==> src/verilog/stamofu_settings.svh <==
/*
 * Build settings for the store-AMO-fence request path.
 * VPN and PO word widths must stay 20 and 10 to match 32-bit addressing.
 * The bank bit indexes the PO word, not the byte address.
 */
`ifndef STAMOFU_SETTINGS_SVH
`define STAMOFU_SETTINGS_SVH

// Depth of each launch-queue bank
`define STAMOFU_LQ_ENTRIES_PER_BANK 2

`define STAMOFU_VPN_WIDTH 20
`define STAMOFU_PO_WORD_WIDTH 10

`define STAMOFU_CQ_INDEX_WIDTH 4

// Word-offset bit that picks the dcache bank
`define STAMOFU_BANK_BIT 0

`endif

==> src/verilog/stamofu_pkg.sv <==
/*
 * Types shared by the store-AMO-fence request path.
 * The request struct is stored as one word in the launch queue.
 */
`include "stamofu_settings.svh"

package stamofu_pkg;

    typedef enum logic [6:0] {
        OP_STORE    = 7'b0100011,
        OP_AMO      = 7'b0101111,
        OP_MISC_MEM = 7'b0001111
    } opcode_e;

    typedef enum logic [3:0] {
        AMO_LR   = 4'd0,
        AMO_SC   = 4'd1,
        AMO_SWAP = 4'd2,
        AMO_ADD  = 4'd3,
        AMO_XOR  = 4'd4,
        AMO_AND  = 4'd5,
        AMO_OR   = 4'd6,
        AMO_MIN  = 4'd7,
        AMO_MAX  = 4'd8,
        AMO_MINU = 4'd9,
        AMO_MAXU = 4'd10
    } amo_kind_e;

    typedef struct packed {
        logic [6:0] imm_hi;
        logic [4:0] rs2;
        logic [4:0] rs1;
        logic [2:0] funct3;
        logic [4:0] imm_lo;
        logic [6:0] opcode;
    } s_fmt_t;

    typedef struct packed {
        logic [4:0] funct5;
        logic       aq;
        logic       rl;
        logic [4:0] rs2;
        logic [4:0] rs1;
        logic [2:0] funct3;
        logic [4:0] rd;
        logic [6:0] opcode;
    } amo_fmt_t;

    // Same instruction word seen as S-type or AMO R-type
    typedef union packed {
        s_fmt_t   s_fmt;
        amo_fmt_t amo_fmt;
    } instr_u;

    typedef struct packed {
        logic                                is_store;
        logic                                is_amo;
        logic                                is_fence;
        logic [3:0]                          op;
        logic                                is_mq;
        logic                                misaligned;
        logic                                misaligned_exception;
        logic [`STAMOFU_VPN_WIDTH-1:0]       vpn;
        logic [`STAMOFU_PO_WORD_WIDTH-1:0]   po_word;
        logic [3:0]                          byte_mask;
        logic [31:0]                         write_data;
        logic [`STAMOFU_CQ_INDEX_WIDTH-1:0]  cq_index;
    } stamofu_req_t;

endpackage

==> src/verilog/stamofu_req_if.sv <==
/*
 * One launch request with valid/ready, decode to launch queue.
 * Source holds req steady while valid is high and ready is low.
 */
`timescale 1ns/1ns

interface stamofu_req_if import stamofu_pkg::*; ();

    logic         valid;
    logic         ready;
    stamofu_req_t req;

    modport source (
        output valid,
        output req,
        input  ready
    );

    modport sink (
        input  valid,
        input  req,
        output ready
    );

endinterface

==> src/verilog/q_fast_ready.sv <==
/*
 * Circular FIFO. enq_ready stays high when full if the head leaves
 * in the same cycle. New entries are visible at the head one edge later.
 */
`timescale 1ns/1ns

module q_fast_ready #(
    parameter int DATA_WIDTH  = 32,
    parameter int NUM_ENTRIES = 2
) (
    input  logic                  CLK,
    input  logic                  rst_n,

    input  logic                  enq_valid,
    input  logic [DATA_WIDTH-1:0] enq_data,
    output logic                  enq_ready,

    output logic                  deq_valid,
    output logic [DATA_WIDTH-1:0] deq_data,
    input  logic                  deq_ready
);

    localparam int PTR_WIDTH   = (NUM_ENTRIES > 1) ? $clog2(NUM_ENTRIES) : 1;
    localparam int COUNT_WIDTH = $clog2(NUM_ENTRIES + 1);

    logic [DATA_WIDTH-1:0]  mem [NUM_ENTRIES];
    logic [PTR_WIDTH-1:0]   head;
    logic [PTR_WIDTH-1:0]   tail;
    logic [COUNT_WIDTH-1:0] count;
    logic                   full;
    logic                   do_enq;
    logic                   do_deq;

    function automatic logic [PTR_WIDTH-1:0] next_ptr(input logic [PTR_WIDTH-1:0] ptr);
        if (ptr == PTR_WIDTH'(NUM_ENTRIES - 1)) begin
            return '0;
        end
        return ptr + 1'b1;
    endfunction

    assign full      = (count == COUNT_WIDTH'(NUM_ENTRIES));
    assign deq_valid = (count != '0);
    assign deq_data  = mem[head];

    // When full, deq_valid is high, so a taken head frees a slot now
    assign enq_ready = ~full | deq_ready;

    assign do_enq = enq_valid & enq_ready;
    assign do_deq = deq_valid & deq_ready;

    always_ff @(posedge CLK) begin
        if (!rst_n) begin
            head  <= '0;
            tail  <= '0;
            count <= '0;
        end else begin
            if (do_enq) begin
                tail <= next_ptr(tail);
            end
            if (do_deq) begin
                head <= next_ptr(head);
            end
            if (do_enq && !do_deq) begin
                count <= count + 1'b1;
            end else if (!do_enq && do_deq) begin
                count <= count - 1'b1;
            end
        end
    end

    always_ff @(posedge CLK) begin
        if (do_enq) begin
            mem[tail] <= enq_data;
        end
    end

    count_in_range: assert property (@(posedge CLK) disable iff (!rst_n)
        count <= COUNT_WIDTH'(NUM_ENTRIES));

endmodule

==> src/verilog/stamofu_decode.sv <==
/*
 * Registered decode of store, AMO and fence into a launch request.
 * Only the first half of a misaligned store is described here.
 * Any other opcode is illegal at this point and is not decoded.
 */
`timescale 1ns/1ns
`include "stamofu_settings.svh"

module stamofu_decode import stamofu_pkg::*; (
    input  logic                               CLK,
    input  logic                               rst_n,

    input  logic                               in_valid,
    input  instr_u                             in_instr,
    input  logic [31:0]                        in_rs1,
    input  logic [31:0]                        in_rs2,
    input  logic [`STAMOFU_CQ_INDEX_WIDTH-1:0] in_cq_index,
    output logic                               in_ready,

    stamofu_req_if.source                      req_out
);

    opcode_e      opcode;
    stamofu_req_t next_req;
    stamofu_req_t req_q;
    logic         valid_q;

    function automatic amo_kind_e amo_kind(input logic [4:0] funct5);
        case (funct5)
            5'b00010: return AMO_LR;
            5'b00011: return AMO_SC;
            5'b00001: return AMO_SWAP;
            5'b00000: return AMO_ADD;
            5'b00100: return AMO_XOR;
            5'b01100: return AMO_AND;
            5'b01000: return AMO_OR;
            5'b10000: return AMO_MIN;
            5'b10100: return AMO_MAX;
            5'b11000: return AMO_MINU;
            5'b11100: return AMO_MAXU;
            default:  return AMO_ADD;
        endcase
    endfunction

    // Opcode sits in the same bits for both views
    assign opcode = opcode_e'(in_instr.s_fmt.opcode);

    always_comb begin
        logic [31:0] store_imm;
        logic [31:0] addr;
        logic [3:0]  size_mask;

        store_imm = {{20{in_instr.s_fmt.imm_hi[6]}}, in_instr.s_fmt.imm_hi,
                     in_instr.s_fmt.imm_lo};
        addr      = '0;
        size_mask = '0;
        next_req  = '0;
        next_req.cq_index = in_cq_index;

        case (opcode)
            OP_STORE: begin
                addr = in_rs1 + store_imm;
                next_req.is_store = 1'b1;
                next_req.op       = {1'b0, in_instr.s_fmt.funct3};
                case (in_instr.s_fmt.funct3[1:0])
                    2'b00: begin
                        size_mask = 4'b0001;
                    end
                    2'b01: begin
                        size_mask = 4'b0011;
                        next_req.misaligned = addr[0];
                    end
                    default: begin
                        size_mask = 4'b1111;
                        next_req.misaligned = |addr[1:0];
                    end
                endcase
                // Upper bytes of a line-crossing store drop off here
                next_req.byte_mask  = size_mask << addr[1:0];
                next_req.write_data = in_rs2 << {addr[1:0], 3'b000};
                next_req.is_mq      = next_req.misaligned;
            end
            OP_AMO: begin
                addr = in_rs1;
                next_req.is_amo               = 1'b1;
                next_req.op                   = amo_kind(in_instr.amo_fmt.funct5);
                next_req.byte_mask            = 4'b1111;
                next_req.write_data           = in_rs2;
                next_req.misaligned           = |addr[1:0];
                next_req.misaligned_exception = |addr[1:0];
            end
            OP_MISC_MEM: begin
                next_req.is_fence = 1'b1;
            end
            default: begin
                next_req.is_fence = 1'b0;
            end
        endcase

        next_req.vpn     = addr[31:12];
        next_req.po_word = addr[11:2];
    end

    // One-entry pipeline register
    assign in_ready = ~valid_q | req_out.ready;

    always_ff @(posedge CLK) begin
        if (!rst_n) begin
            valid_q <= 1'b0;
        end else if (in_ready) begin
            valid_q <= in_valid;
        end
    end

    always_ff @(posedge CLK) begin
        if (in_valid && in_ready) begin
            req_q <= next_req;
        end
    end

    assign req_out.valid = valid_q;
    assign req_out.req   = req_q;

    legal_opcode: assert property (@(posedge CLK) disable iff (!rst_n)
        in_valid |-> opcode inside {OP_STORE, OP_AMO, OP_MISC_MEM});

endmodule

==> src/verilog/stamofu_lq.sv <==
/*
 * Two-bank launch queue steered by the PO word bank bit.
 * Input ready follows only the selected bank, so banks drain independently.
 */
`timescale 1ns/1ns
`include "stamofu_settings.svh"

module stamofu_lq import stamofu_pkg::*; #(
    parameter int STAMOFU_LQ_ENTRIES_PER_BANK = `STAMOFU_LQ_ENTRIES_PER_BANK
) (
    input  logic         CLK,
    input  logic         rst_n,

    stamofu_req_if.sink  req_in,

    output logic         bank0_valid,
    output stamofu_req_t bank0_req,
    input  logic         bank0_ready,

    output logic         bank1_valid,
    output stamofu_req_t bank1_req,
    input  logic         bank1_ready
);

    localparam int REQ_WIDTH = $bits(stamofu_req_t);

    logic                 bank_sel;
    logic [1:0]           enq_valid;
    logic [1:0]           enq_ready;
    logic [1:0]           deq_valid;
    logic [1:0]           deq_ready;
    logic [REQ_WIDTH-1:0] deq_data [2];

    assign bank_sel = req_in.req.po_word[`STAMOFU_BANK_BIT];

    assign enq_valid[0] = req_in.valid & ~bank_sel;
    assign enq_valid[1] = req_in.valid & bank_sel;
    assign req_in.ready = enq_ready[bank_sel];

    assign deq_ready = {bank1_ready, bank0_ready};

    for (genvar b = 0; b < 2; b++) begin : g_bank
        q_fast_ready #(
            .DATA_WIDTH(REQ_WIDTH),
            .NUM_ENTRIES(STAMOFU_LQ_ENTRIES_PER_BANK)
        ) u_q (
            .CLK(CLK),
            .rst_n(rst_n),
            .enq_valid(enq_valid[b]),
            .enq_data(req_in.req),
            .enq_ready(enq_ready[b]),
            .deq_valid(deq_valid[b]),
            .deq_data(deq_data[b]),
            .deq_ready(deq_ready[b])
        );
    end

    assign bank0_valid = deq_valid[0];
    assign bank0_req   = stamofu_req_t'(deq_data[0]);
    assign bank1_valid = deq_valid[1];
    assign bank1_req   = stamofu_req_t'(deq_data[1]);

    // Decode must hold its register while the chosen bank is full
    held_req_stable: assert property (@(posedge CLK) disable iff (!rst_n)
        req_in.valid && !req_in.ready |=> req_in.valid && $stable(req_in.req));

endmodule

==> src/verilog/stamofu_top.sv <==
/*
 * Store-AMO-fence request path: decode stage then banked launch queue.
 * Bank requests leave flattened; each bank has its own valid/ready.
 */
`timescale 1ns/1ns
`include "stamofu_settings.svh"

module stamofu_top import stamofu_pkg::*; (
    input  logic                               CLK,
    input  logic                               rst_n,

    input  logic                               in_valid,
    input  logic [31:0]                        in_instr,
    input  logic [31:0]                        in_rs1,
    input  logic [31:0]                        in_rs2,
    input  logic [`STAMOFU_CQ_INDEX_WIDTH-1:0] in_cq_index,
    output logic                               in_ready,

    output logic                               bank0_valid,
    input  logic                               bank0_ready,
    output logic                               bank0_is_store,
    output logic                               bank0_is_amo,
    output logic                               bank0_is_fence,
    output logic [3:0]                         bank0_op,
    output logic                               bank0_is_mq,
    output logic                               bank0_misaligned,
    output logic                               bank0_misaligned_exception,
    output logic [`STAMOFU_VPN_WIDTH-1:0]      bank0_vpn,
    output logic [`STAMOFU_PO_WORD_WIDTH-1:0]  bank0_po_word,
    output logic [3:0]                         bank0_byte_mask,
    output logic [31:0]                        bank0_write_data,
    output logic [`STAMOFU_CQ_INDEX_WIDTH-1:0] bank0_cq_index,

    output logic                               bank1_valid,
    input  logic                               bank1_ready,
    output logic                               bank1_is_store,
    output logic                               bank1_is_amo,
    output logic                               bank1_is_fence,
    output logic [3:0]                         bank1_op,
    output logic                               bank1_is_mq,
    output logic                               bank1_misaligned,
    output logic                               bank1_misaligned_exception,
    output logic [`STAMOFU_VPN_WIDTH-1:0]      bank1_vpn,
    output logic [`STAMOFU_PO_WORD_WIDTH-1:0]  bank1_po_word,
    output logic [3:0]                         bank1_byte_mask,
    output logic [31:0]                        bank1_write_data,
    output logic [`STAMOFU_CQ_INDEX_WIDTH-1:0] bank1_cq_index
);

    stamofu_req_t bank0_req;
    stamofu_req_t bank1_req;

    stamofu_req_if req_if ();

    stamofu_decode u_decode (
        .CLK(CLK),
        .rst_n(rst_n),
        .in_valid(in_valid),
        .in_instr(in_instr),
        .in_rs1(in_rs1),
        .in_rs2(in_rs2),
        .in_cq_index(in_cq_index),
        .in_ready(in_ready),
        .req_out(req_if.source)
    );

    stamofu_lq u_lq (
        .CLK(CLK),
        .rst_n(rst_n),
        .req_in(req_if.sink),
        .bank0_valid(bank0_valid),
        .bank0_req(bank0_req),
        .bank0_ready(bank0_ready),
        .bank1_valid(bank1_valid),
        .bank1_req(bank1_req),
        .bank1_ready(bank1_ready)
    );

    // Field order follows stamofu_req_t
    assign {bank0_is_store, bank0_is_amo, bank0_is_fence, bank0_op, bank0_is_mq,
            bank0_misaligned, bank0_misaligned_exception, bank0_vpn, bank0_po_word,
            bank0_byte_mask, bank0_write_data, bank0_cq_index} = bank0_req;

    assign {bank1_is_store, bank1_is_amo, bank1_is_fence, bank1_op, bank1_is_mq,
            bank1_misaligned, bank1_misaligned_exception, bank1_vpn, bank1_po_word,
            bank1_byte_mask, bank1_write_data, bank1_cq_index} = bank1_req;

endmodule

==> config.mk <==
export PLATFORM = sky130hd
export DESIGN_NAME = stamofu_top
export DESIGN_NICKNAME = d
export VERILOG_FILES = /design/src/verilog/stamofu_pkg.sv /design/src/verilog/stamofu_req_if.sv /design/src/verilog/q_fast_ready.sv /design/src/verilog/stamofu_decode.sv /design/src/verilog/stamofu_lq.sv /design/src/verilog/stamofu_top.sv
export VERILOG_INCLUDE_DIRS = /design/src /design/src/verilog
export SDC_FILE = /design/constraint.sdc
export NUM_CORES = 1
export LEC_CHECK = 0
export BUFFER_PORTS_ARGS = -buffer_cell sky130_fd_sc_hd__buf_2
export CORE_MARGIN = 2
export CORE_UTILIZATION = 57
export DETAILED_ROUTE_END_ITERATION = 7
export GPL_TIMING_DRIVEN = 0
export PLACE_DENSITY = 0.8
export RECOVER_POWER = 100
export SLEW_MARGIN = 30
export SYNTH_ARGS = -nofsm -noshare
export SYNTH_HDL_FRONTEND = slang
export SYNTH_SLANG_ARGS = --single-unit
export TNS_END_PERCENT = 50
==> constraint.sdc <==
create_clock -name CLK -period 5.5 [get_ports CLK]
set_input_delay 0 -clock CLK [delete_from_list [all_inputs] [get_ports CLK]]
set_output_delay 0 -clock CLK [all_outputs]
set_load 0.02 [all_outputs]
==> flow_summary.json, run 1 <==
{
  "grt_pass1_wl_um": 60700,
  "yosys_register_bits": 411,
  "period_share": 0.721,
  "vdd_drop_max_mv": 0.179,
  "power_leakage_nw": 7.47,
  "fin_nets": 1590,
  "status": "complete, but fails checks",
  "cts_hold_buf": 88,
  "vias_per_cell": 5.73,
  "crit_path_start": "u_decode.req_out.req[40]",
  "worstHoldStart": "in_instr[29]",
  "cts_made_buffers": 40,
  "final_antenna_net_count": 0,
  "async_flop_share": 0,
  "end_kind": "flop",
  "synth_area_um2": 17100,
  "syn_to_final_growth_pct": 22.9,
  "hold_depth": 3,
  "yosysTopAreaCell": "edfxtp_1",
  "place_congestion": 0.918,
  "critPathLaunchType": "flop",
  "grt_usage": 0.258,
  "finClkSkew_ns": 0.0209,
  "setup_viol": 0,
  "syn_avg_cell_area_um2": 16.3,
  "ctsLongestPathBuffers": 3,
  "drtIter0Drc": 1192,
  "core_um2": 29600,
  "hold_viol": 0,
  "fmax_ghz": 0.252,
  "cts_tree": "built",
  "layout-drive-gt1-share": 0.222,
  "r2r_cells": 6,
  "p_per_area_nw_per_um2": 387,
  "cts-root-buf": "clkbuf_16",
  "worstPathMaxFanout": 18,
  "die_area_um2": 31400,
  "dieWidth_um": 177,
  "grt_max_degree": 42,
  "dp.cells": 1709,
  "hp-class": "in -> reg",
  "ios": 268,
  "wl_per_cell_um": 21.9,
  "syn_inst": 1046,
  "overflow": 0,
  "synth_flop_cell": "edfxtp_1",
  "synth_area_leaders": "edfxtp_1 70%, mux2_2 11%, ha_1 2.6%",
  "max-cap-violations": 4,
  "start_util": 0.578,
  "required_ns": 5.72,
  "drc": 0,
  "yosysTopAreaCellShare": 0.704,
  "r2r_start": "u_decode.req_out.req[40]",
  "critPathArrivalTime_ns": 4.19,
  "drtPass1Iterations": 6,
  "vias": 10700,
  "hpwl_um": 27600,
  "clk_latency_ns": 0.53,
  "finalMaxSlewViolations": 133,
  "instances_no_fill": 1869,
  "rsz0062_at_grt": "false",
  "synthesis.nets": 1187,
  "slew_headroom": -0.781,
  "violations": "capacitance limit, slew limit",
  "die_h_um": 177,
  "seq_area_frac_synth": 0.716,
  "wirelength_um": 41000,
  "cts_max_level": 2,
  "synth_edf_count": 400,
  "fin_crit_ns": 3.97,
  "ys_types": 59,
  "yosysWarnings": 0,
  "antenna_found_initial": 0,
  "numClockSinks": 411,
  "cts_resized": 0,
  "post_cts_buffers": 0,
  "grt_pass1_vias": 10600,
  "antenna_cells": 0,
  "path_clk_slew_ns": 0.06,
  "worstSetupPathType": "reg -> reg",
  "tightest_slew_ns": 2.67,
  "num_rows": 63,
  "post-route-util": 0.710,
  "numPortBuffers": 257
}
[critical path, stage by stage (launching register included)]
cell	delay, ns
edfxtp_1	0.48
nand2_1	0.09
a21oi_1	0.28
nor2b_1	0.57
clkbuf_1	0.80
clkbuf_1	1.17
buf_16	0.25
[where the power goes]
part	internal [mW]	total, mW	switching [mW]
logic	0.679	1.80	1.13
registers	3.58	3.65	0.0665
clock network	1.56	2.66	1.10
total	5.83	8.12	2.29
[cell usage in the layout, fill, tap and decap left out, drive strengths merged, types with 20 or more instances in the layout]
master / synthesis / routed
nor2: 21 / 21
buf: 3 / 134
ha: 35 / 35
a21oi: 35 / 35
nand2: 66 / 66
mux2: 168 / 168
dlygate4sd3: 0 / 88
clkbuf: 39 / 235
o21ai: 61 / 61
edfxtp: 400 / 400
and2: 20 / 20
[area by class of cell]
| class | instances | area, µm² |
|---|---|---|
| Buffer | 42 | 164 |
| Clock inverter | 18 | 168 |
| Tap cell | 390 | 488 |
| Clock buffer | 54 | 1120 |
| Multi-Input combinational cell | 582 | 4610 |
| Timing Repair Buffer | 361 | 2170 |
| Fill cell | 1953 | 8570 |
| Inverter | 11 | 41.3 |
| Sequential cell | 411 | 12200 |
[cell families (layout without fill, tap and decap cells)]
logic type      after synthesis  in the layout  share of synthesized area
flops                       411            411                      0.716
buf+inv                      53            486                     0.0120
fa+ha+maj                    36             36                     0.0268
simple gates                164            164                     0.0478
xor+xnor                     32             32                     0.0164
mux                         171            171                      0.113
compound gates              179            179                     0.0679
[sequential cells by signal (all words and copies together), names as in the netlist, named ones only]
signal                  count
u_lq.g_bank.u_q.mem       320
u_decode.req_out.req       80
u_lq.g_bank.u_q.count       4
u_lq.g_bank.u_q.head        2
u_lq.g_bank.u_q.tail        2
u_decode.req_out.valid      1
[worst paths after layout]
check / endpoint / slack (ns)
max: u_lq.g_bank[1].u_q.mem[0][61] / 1.53
min reg2reg: u_lq.g_bank[1].u_q.mem[1][39] / 0.50
min: u_decode.req_out.req[73] / 0.04
max reg2reg: u_lq.g_bank[1].u_q.mem[0][61] / 1.53
[Yosys cell counts, types with 4 or more instances]
| cell type | number |
|---|---|
| o21a_1 | 5 |
| a22o_1 | 10 |
| nand4_1 | 5 |
| inv_1 | 10 |
| mux2_2 | 168 |
| and3_1 | 5 |
| nand3_1 | 12 |
| a21o_1 | 17 |
| clkbuf_1 | 39 |
| xor2_1 | 14 |
| ha_1 | 35 |
| a21oi_1 | 33 |
| xnor2_1 | 18 |
| o31ai_1 | 4 |
| nor2_1 | 21 |
| o21ai_0 | 58 |
| edfxtp_1 | 400 |
| nor3_1 | 6 |
| o21bai_1 | 4 |
| nand2_1 | 66 |
| nor2b_1 | 9 |
| or2_2 | 4 |
| a22oi_1 | 15 |
| dfxtp_1 | 11 |
| a31oi_1 | 5 |
| and2_1 | 19 |
| or3_1 | 4 |
[metrics by stage]
step                      setup TNS (ns)  hold slack, ns  worst slack [ns]  cell area [µm²]  power, mW
after global placement           -349.42           0.177             -2.29            18800       5.52
after detailed placement               0           0.178              2.61            19300       5.57
after floorplan                        0          0.0989             0.660            17100       4.94
after global routing                   0          0.0527              1.26            21000       8.40
after CTS                              0          0.0230              2.75            21400       8.25
final                                  0          0.0403              1.53            21000       8.12
[routing by layer]
metal / track usage / up-vias / share of wire
met4: 0.0623 / 0 / 0.018
met1: 0.341 / 5277 / 0.40
met3: 0.0427 / 65 / 0.077
met5: 0 / - / 0
met2: 0.448 / 500 / 0.51
li1: - / 4861 / -
Note: power is estimated with default switching activity, not from simulation.
==> run 2, diff against run 1 <==
--- a/config.mk
+++ b/config.mk
@@ -6,12 +6,13 @@
 export SDC_FILE = /design/constraint.sdc
 export NUM_CORES = 1
 export LEC_CHECK = 0
+export ABC_AREA = 1
 export BUFFER_PORTS_ARGS = -buffer_cell sky130_fd_sc_hd__buf_2
 export CORE_MARGIN = 2
-export CORE_UTILIZATION = 57
+export CORE_UTILIZATION = 52
 export DETAILED_ROUTE_END_ITERATION = 7
 export GPL_TIMING_DRIVEN = 0
-export PLACE_DENSITY = 0.8
+export PLACE_DENSITY = 0.77
 export RECOVER_POWER = 100
 export SLEW_MARGIN = 30
 export SYNTH_ARGS = -nofsm -noshare
==> constraint.sdc (replaced) <==
create_clock -name CLK -period 3.65 [get_ports CLK]
set_input_delay 0 -clock CLK [delete_from_list [all_inputs] [get_ports CLK]]
set_output_delay 0 -clock CLK [all_outputs]
set_load 0.02 [all_outputs]
==> run 2 against run 1 <==
Flip-flop and latch count stayed put. The run still ends with capacitance limit, slew limit left. Largest cell class unchanged. Critical path type is now in -> reg. Register-to-register slack worse by 0.96 ns. Setup slack worse by 0.99 ns. Combinational power is 36% higher. Die area is 15% higher.
==> flow_summary.json, run 2 <==
{
  "r2r-end": "u_lq.g_bank[0].u_q.mem[1][66]",
  "fin_nets": 1943,
  "vias_per_cell": 5.32,
  "instances_no_fill": 2292,
  "fin_crit_ns": 3.11,
  "async_flop_share": 0,
  "synth_edf_count": 400,
  "worstPathCellList": "dlygate4sd3_1, clkbuf_1, ha_1, fa_1, clkbuf_1, inv_1, nand2_1, inv_1, buf_2, a22oi_1, o21ai_0, dlygate4sd3_1",
  "min_to": "u_decode.req_out.req[70]",
  "crit_family": "buffers and inverters",
  "numPortBuffers": 257,
  "worstPathMaxFanout": 10,
  "slew_headroom": -0.161,
  "overflow": 0,
  "largest_reg_flops": 320,
  "layout-drive-gt1-share": 0.208,
  "drtPass1Iterations": 5,
  "syn_inst": 1389,
  "finalWorstSetupSlack_ns": 0.542,
  "tightest_slew_ns": 1.74,
  "multi_input_area_um2": 4940,
  "period_share": 0.852,
  "p_per_area_nw_per_um2": 544,
  "hpwl_um": 31900,
  "post-route-util": 0.650,
  "reg2reg_slack_ns": 0.57,
  "rsz0062_at_grt": "false",
  "cp_slowest_stage_delay_ns": 0.60,
  "violations": "capacitance limit, slew limit",
  "syn_to_final_growth_pct": 24.1,
  "grt_usage": 0.252,
  "slowest_stage": "dlygate4sd3_1",
  "end_kind": "flop",
  "dp.cells": 2122,
  "drtIter0Drc": 997,
  "drc": 0,
  "required_ns": 3.92,
  "yosysTopAreaCellShare": 0.668,
  "synth_area_um2": 18000,
  "grt_pass1_wl_um": 68300,
  "wl_per_cell_um": 19.9,
  "layout_common_cells": "400 x edfxtp_1, 319 x nand2_1, 159 x clkbuf_1",
  "top_register": "u_lq.g_bank.u_q.mem",
  "yosysTopAreaCell": "edfxtp_1",
  "grt_pass1_vias": 12100,
  "place_congestion": 0.895,
  "finClkSkew_ns": 0.0182,
  "cp.buffers_inverters": 7,
  "netlist_top_cells_count": "400 x edfxtp_1, 318 x nand2_1, 160 x mux2_2, 146 x inv_1, 62 x nor2_1",
  "start_util": 0.524,
  "hold_depth": 3,
  "ctsLongestPathBuffers": 3,
  "max-cap-violations": 2,
  "ys_types": 42,
  "finalMaxSlewViolations": 48,
  "vdd_drop_max_mv": 0.352,
  "post_cts_buffers": 0,
  "hold_ws_ns": 0.00480,
  "num_rows": 68,
  "cts_made_buffers": 42,
  "yosysMostFrequentCell": "edfxtp_1",
  "regArea_um2": 12200,
  "die_area_um2": 36100,
  "cts-root-buf": "clkbuf_16",
  "ios": 268,
  "cts_max_level": 2,
  "die_h_um": 190,
  "wirelength_um": 45700,
  "hp-class": "in -> reg",
  "dp_slack_ns": 1.39,
  "fmax_ghz": 0.322,
  "synth_area_leaders": "edfxtp_1 67%, mux2_2 10%, nand2_1 6.6%",
  "total_power_mw": 12.1,
  "path_clk_slew_ns": 0.06,
  "numClockSinks": 411,
  "dieWidth_um": 190,
  "synthesis.nets": 1530,
  "fill_cells": 2573,
  "power_leakage_nw": 8.77,
  "seq_area_frac_synth": 0.681,
  "critPathArrivalTime_ns": 3.38,
  "syn_avg_cell_area_um2": 12.9,
  "hold_viol": 0,
  "clk_latency_ns": 0.54,
  "yosys_register_bits": 411,
  "yosysWarnings": 0,
  "cts_tree": "built",
  "grt_max_degree": 46,
  "final_antenna_net_count": 0,
  "worstSetupPathType": "in -> reg",
  "final_common_cell": "edfxtp_1",
  "setup_viol": 0,
  "status": "complete, but fails checks",
  "critPathLaunchType": "input pin",
  "core_um2": 34300,
  "r2r_cells": 8,
  "synth_flop_cell": "edfxtp_1",
  "worstHoldStart": "in_rs1[1]",
  "antenna_found_initial": 2,
  "r2r_start": "u_decode.req_out.req[40]",
  "vias": 12200
}
run 2: worst max path at each step:
stage	from	endpoint	slack, ns	depth (start not counted)
floorplan	u_lq.g_bank[1].u_q.count[0]	u_lq.g_bank[1].u_q.mem[0][0]	-0.84	6
global placement	u_decode.req_out.req[40]	u_lq.g_bank[1].u_q.mem[0][2]	-3.70	4
detailed placement	in_instr[31]	u_decode.req_out.req[65]	1.39	12
CTS	in_rs1[0]	u_decode.req_out.req[31]	0.89	12
global route	u_lq.g_bank[1].u_q.count[0]	u_lq.g_bank[1].u_q.mem[1][3]	0.33	9
finish	in_rs1[0]	u_decode.req_out.req[31]	0.54	12
run 2: tightest hold or removal path, stage by stage:
cell,delay (ns)
buf_2,0.12
o21ai_0,0.20
inv_1,0.11
run 2: area by class of cell:
type / instances / area share
Multi-Input combinational cell: 794 / 0.222
Clock buffer: 51 / 0.0496
Inverter: 150 / 0.0253
Clock inverter: 26 / 0.0112
Buffer: 34 / 0.00752
Tap cell: 455 / 0.0255
Timing Repair Buffer: 369 / 0.110
Antenna cell: 2 / 0.000225
Sequential cell: 411 / 0.549
run 2: kinds of logic after synthesis:
logic type / share of synthesized area
XOR/XNOR: 0.00195
AND/OR/NAND/NOR: 0.110
flip-flops: 0.681
AO/OA/AOI/OAI: 0.0379
buffers and inverters: 0.0434
multiplexers: 0.100
adder cells (fa/ha/maj): 0.0255
run 2: stage by stage:
step,setup TNS [ns],instance area (µm²)
finish,0,22300
global route,0,22300
floorplan,-66.87,18000
detailed placement,0,20400
CTS,0,22700
global placement,-634.92,19800
run 2: what timing repair did:
action | CTS | global route
gates resized for setup | 0 | 0
hold endpoints to repair | 84 | 0
setup endpoints to repair | 0 | 0
hold buffers | 91 | 0
run 2: layer usage:
layer	up-vias	routed length, µm	GRT usage
li1	5714	-	-
met1	5849	18300	0.317
met2	516	23000	0.444
met3	104	2940	0.0400
met4	4	1410	0.0847
met5	-	26	0
run 2: power breakdown:
part | internal [mW] | switching [mW] | total (mW)
sequential | 5.39 | 0.0861 | 5.48
combinational | 0.883 | 1.56 | 2.44
clock | 2.46 | 1.74 | 4.20
total | 8.74 | 3.39 | 12.1
==> run 3, diff against run 2 <==
--- a/config.mk
+++ b/config.mk
@@ -11,9 +11,9 @@
 export CORE_MARGIN = 2
 export CORE_UTILIZATION = 52
 export DETAILED_ROUTE_END_ITERATION = 7
-export GPL_TIMING_DRIVEN = 0
 export PLACE_DENSITY = 0.77
 export RECOVER_POWER = 100
+export SETUP_SLACK_MARGIN = 0.02
 export SLEW_MARGIN = 30
 export SYNTH_ARGS = -nofsm -noshare
 export SYNTH_HDL_FRONTEND = slang
==> run 3 against run 2 <==
The flow finishes with violations (hold timing, capacitance limit, slew limit). Die area unchanged. Setup slack got worse by 0.0055 ns. Critical path type unchanged. Flip-flop and latch count unchanged. Power increased by 0.29%. Register-to-register slack improved by 0.14 ns. Non-clock buffer count decreased by 40. Largest cell class unchanged.
==> flow_summary.json, run 3 (synthesis results as in run 2) <==
{
  "status": "complete, but fails checks",
  "violations": "hold timing, capacitance limit, slew limit",
  "slew_headroom": -0.260,
  "syn_to_final_growth_pct": 21.7,
  "worstPathCellList": "dlygate4sd3_1, clkbuf_2, nor3b_2, nand2_1, o21ai_4, inv_1, o221ai_2, dlygate4sd3_1",
  "grt_pass1_vias": 11800,
  "overflow": 0,
  "vdd_drop_max_mv": 0.386,
  "crit_family": "buffers and inverters",
  "multi_input_area_um2": 4960,
  "hold_viol": 1,
  "grt_max_degree": 81,
  "hold_ws_ns": -0.0228,
  "drc": 0,
  "grt_usage": 0.241,
  "start_util": 0.524,
  "largest_reg_flops": 320,
  "max-cap-violations": 3,
  "required_ns": 4.06,
  "drtPass1Iterations": 6,
  "tightest_slew_ns": 1.88,
  "instances_no_fill": 2251,
  "cp.buffers_inverters": 4,
  "place_congestion": 0.914,
  "cts_tree": "built",
  "power_leakage_nw": 8.56,
  "fin_nets": 1903,
  "dieWidth_um": 190,
  "slowest_stage": "o21ai_4",
  "post-route-util": 0.638,
  "die_area_um2": 36100,
  "ctsLongestPathBuffers": 3,
  "layout_common_cells": "400 x edfxtp_1, 321 x nand2_1, 147 x inv_1",
  "cts_hold_buf": 91,
  "place_area_um2": 19800,
  "ios": 268,
  "worstSetupPathType": "in -> reg",
  "end_kind": "flop",
  "fill_cells": 2660,
  "cts_max_level": 2,
  "rsz0062_at_grt": "false",
  "period_share": 0.853,
  "wirelength_um": 43800,
  "hp-class": "in -> reg",
  "worstPathMaxFanout": 21,
  "dp.cells": 2082,
  "finClkSkew_ns": 0.0171,
  "final_antenna_net_count": 0,
  "p_per_area_nw_per_um2": 556,
  "finalWorstSetupSlack_ns": 0.536,
  "drtIter0Drc": 818,
  "finalMaxSlewViolations": 33,
  "cts-root-buf": "clkbuf_16",
  "hpwl_um": 28300,
  "numPortBuffers": 257,
  "total_power_mw": 12.2,
  "fin_crit_ns": 3.11,
  "post_cts_buffers": 0,
  "fin_area_um2": 21900,
  "grt_pass1_wl_um": 65600,
  "antenna_found_initial": 3,
  "vias_per_cell": 5.27,
  "clk_latency_ns": 0.54,
  "wl_per_cell_um": 19.4,
  "fmax_ghz": 0.321,
  "core_um2": 34300,
  "setup_viol": 0,
  "critPathLaunchType": "input pin",
  "path_clk_slew_ns": 0.06,
  "numClockSinks": 411,
  "crit_top_cell": "dlygate4sd3_1",
  "die_h_um": 190,
  "final_common_cell": "edfxtp_1",
  "layout-drive-gt1-share": 0.202,
  "top_register": "u_lq.g_bank.u_q.mem",
  "regArea_um2": 12200,
  "cts_made_buffers": 42,
  "num_rows": 68,
  "tns_ns": 0,
  "cp_slowest_stage_delay_ns": 0.71,
  "vias": 11900,
  "dp_slack_ns": 1.20,
  "critPathArrivalTime_ns": 3.52,
  "cts_resized": 0
}
## run 3: changes by cell type in the layout (fill, tap and decap cells not counted), moves of 4 or more
cell,previous run,this run
buf_4,1,9
mux2_1,25,20
clkbuf_1,159,146
mux2_2,135,140
buf_6,4,0
buf_2,138,118
buf_16,13,0
inv_6,6,2
## run 3: tightest hold or removal path, stage by stage
cell,delay [ns]
buf_2,0.09
o21ai_0,0.18
inv_1,0.13
## run 3: path summary, 6_finish.rpt
| check | slack (ns) | start | cells after the start | endpoint |
|---|---|---|---|---|
| setup / recovery | 0.54 | in_instr[5] | 8 | u_decode.req_out.req[24] |
| hold / removal | -0.02 | in_rs1[0] | 3 | u_decode.req_out.req[70] |
| setup reg to reg | 0.71 | u_lq.g_bank[1].u_q.count[0] | 7 | u_lq.g_bank[1].u_q.mem[0][35] |
| hold reg to reg | 0.49 | u_decode.req_out.req[37] | 0 | u_lq.g_bank[0].u_q.mem[1][37] |
## run 3: layout make-up
| class | count | area share |
|---|---|---|
| antenna | 3 | 0.000343 |
| clock buffer | 50 | 0.0494 |
| clock inverter | 25 | 0.0131 |
| inverter | 150 | 0.0258 |
| multi-input combinational | 794 | 0.227 |
| sequential | 411 | 0.559 |
| tap | 455 | 0.0260 |
| timing repair buffer | 363 | 0.0992 |
## run 3: power breakdown
part	switching [mW]	internal (mW)
sequential	0.244	5.40
combinational	1.37	0.842
clock	1.76	2.54
total	3.38	8.78
## run 3: metal layers
layer	GRT usage	share of wire	up-vias
li1	-	-	5619
met1	0.308	0.41	5716
met2	0.424	0.50	460
met3	0.0365	0.068	77
met4	0.0790	0.028	0
met5	0	0	-
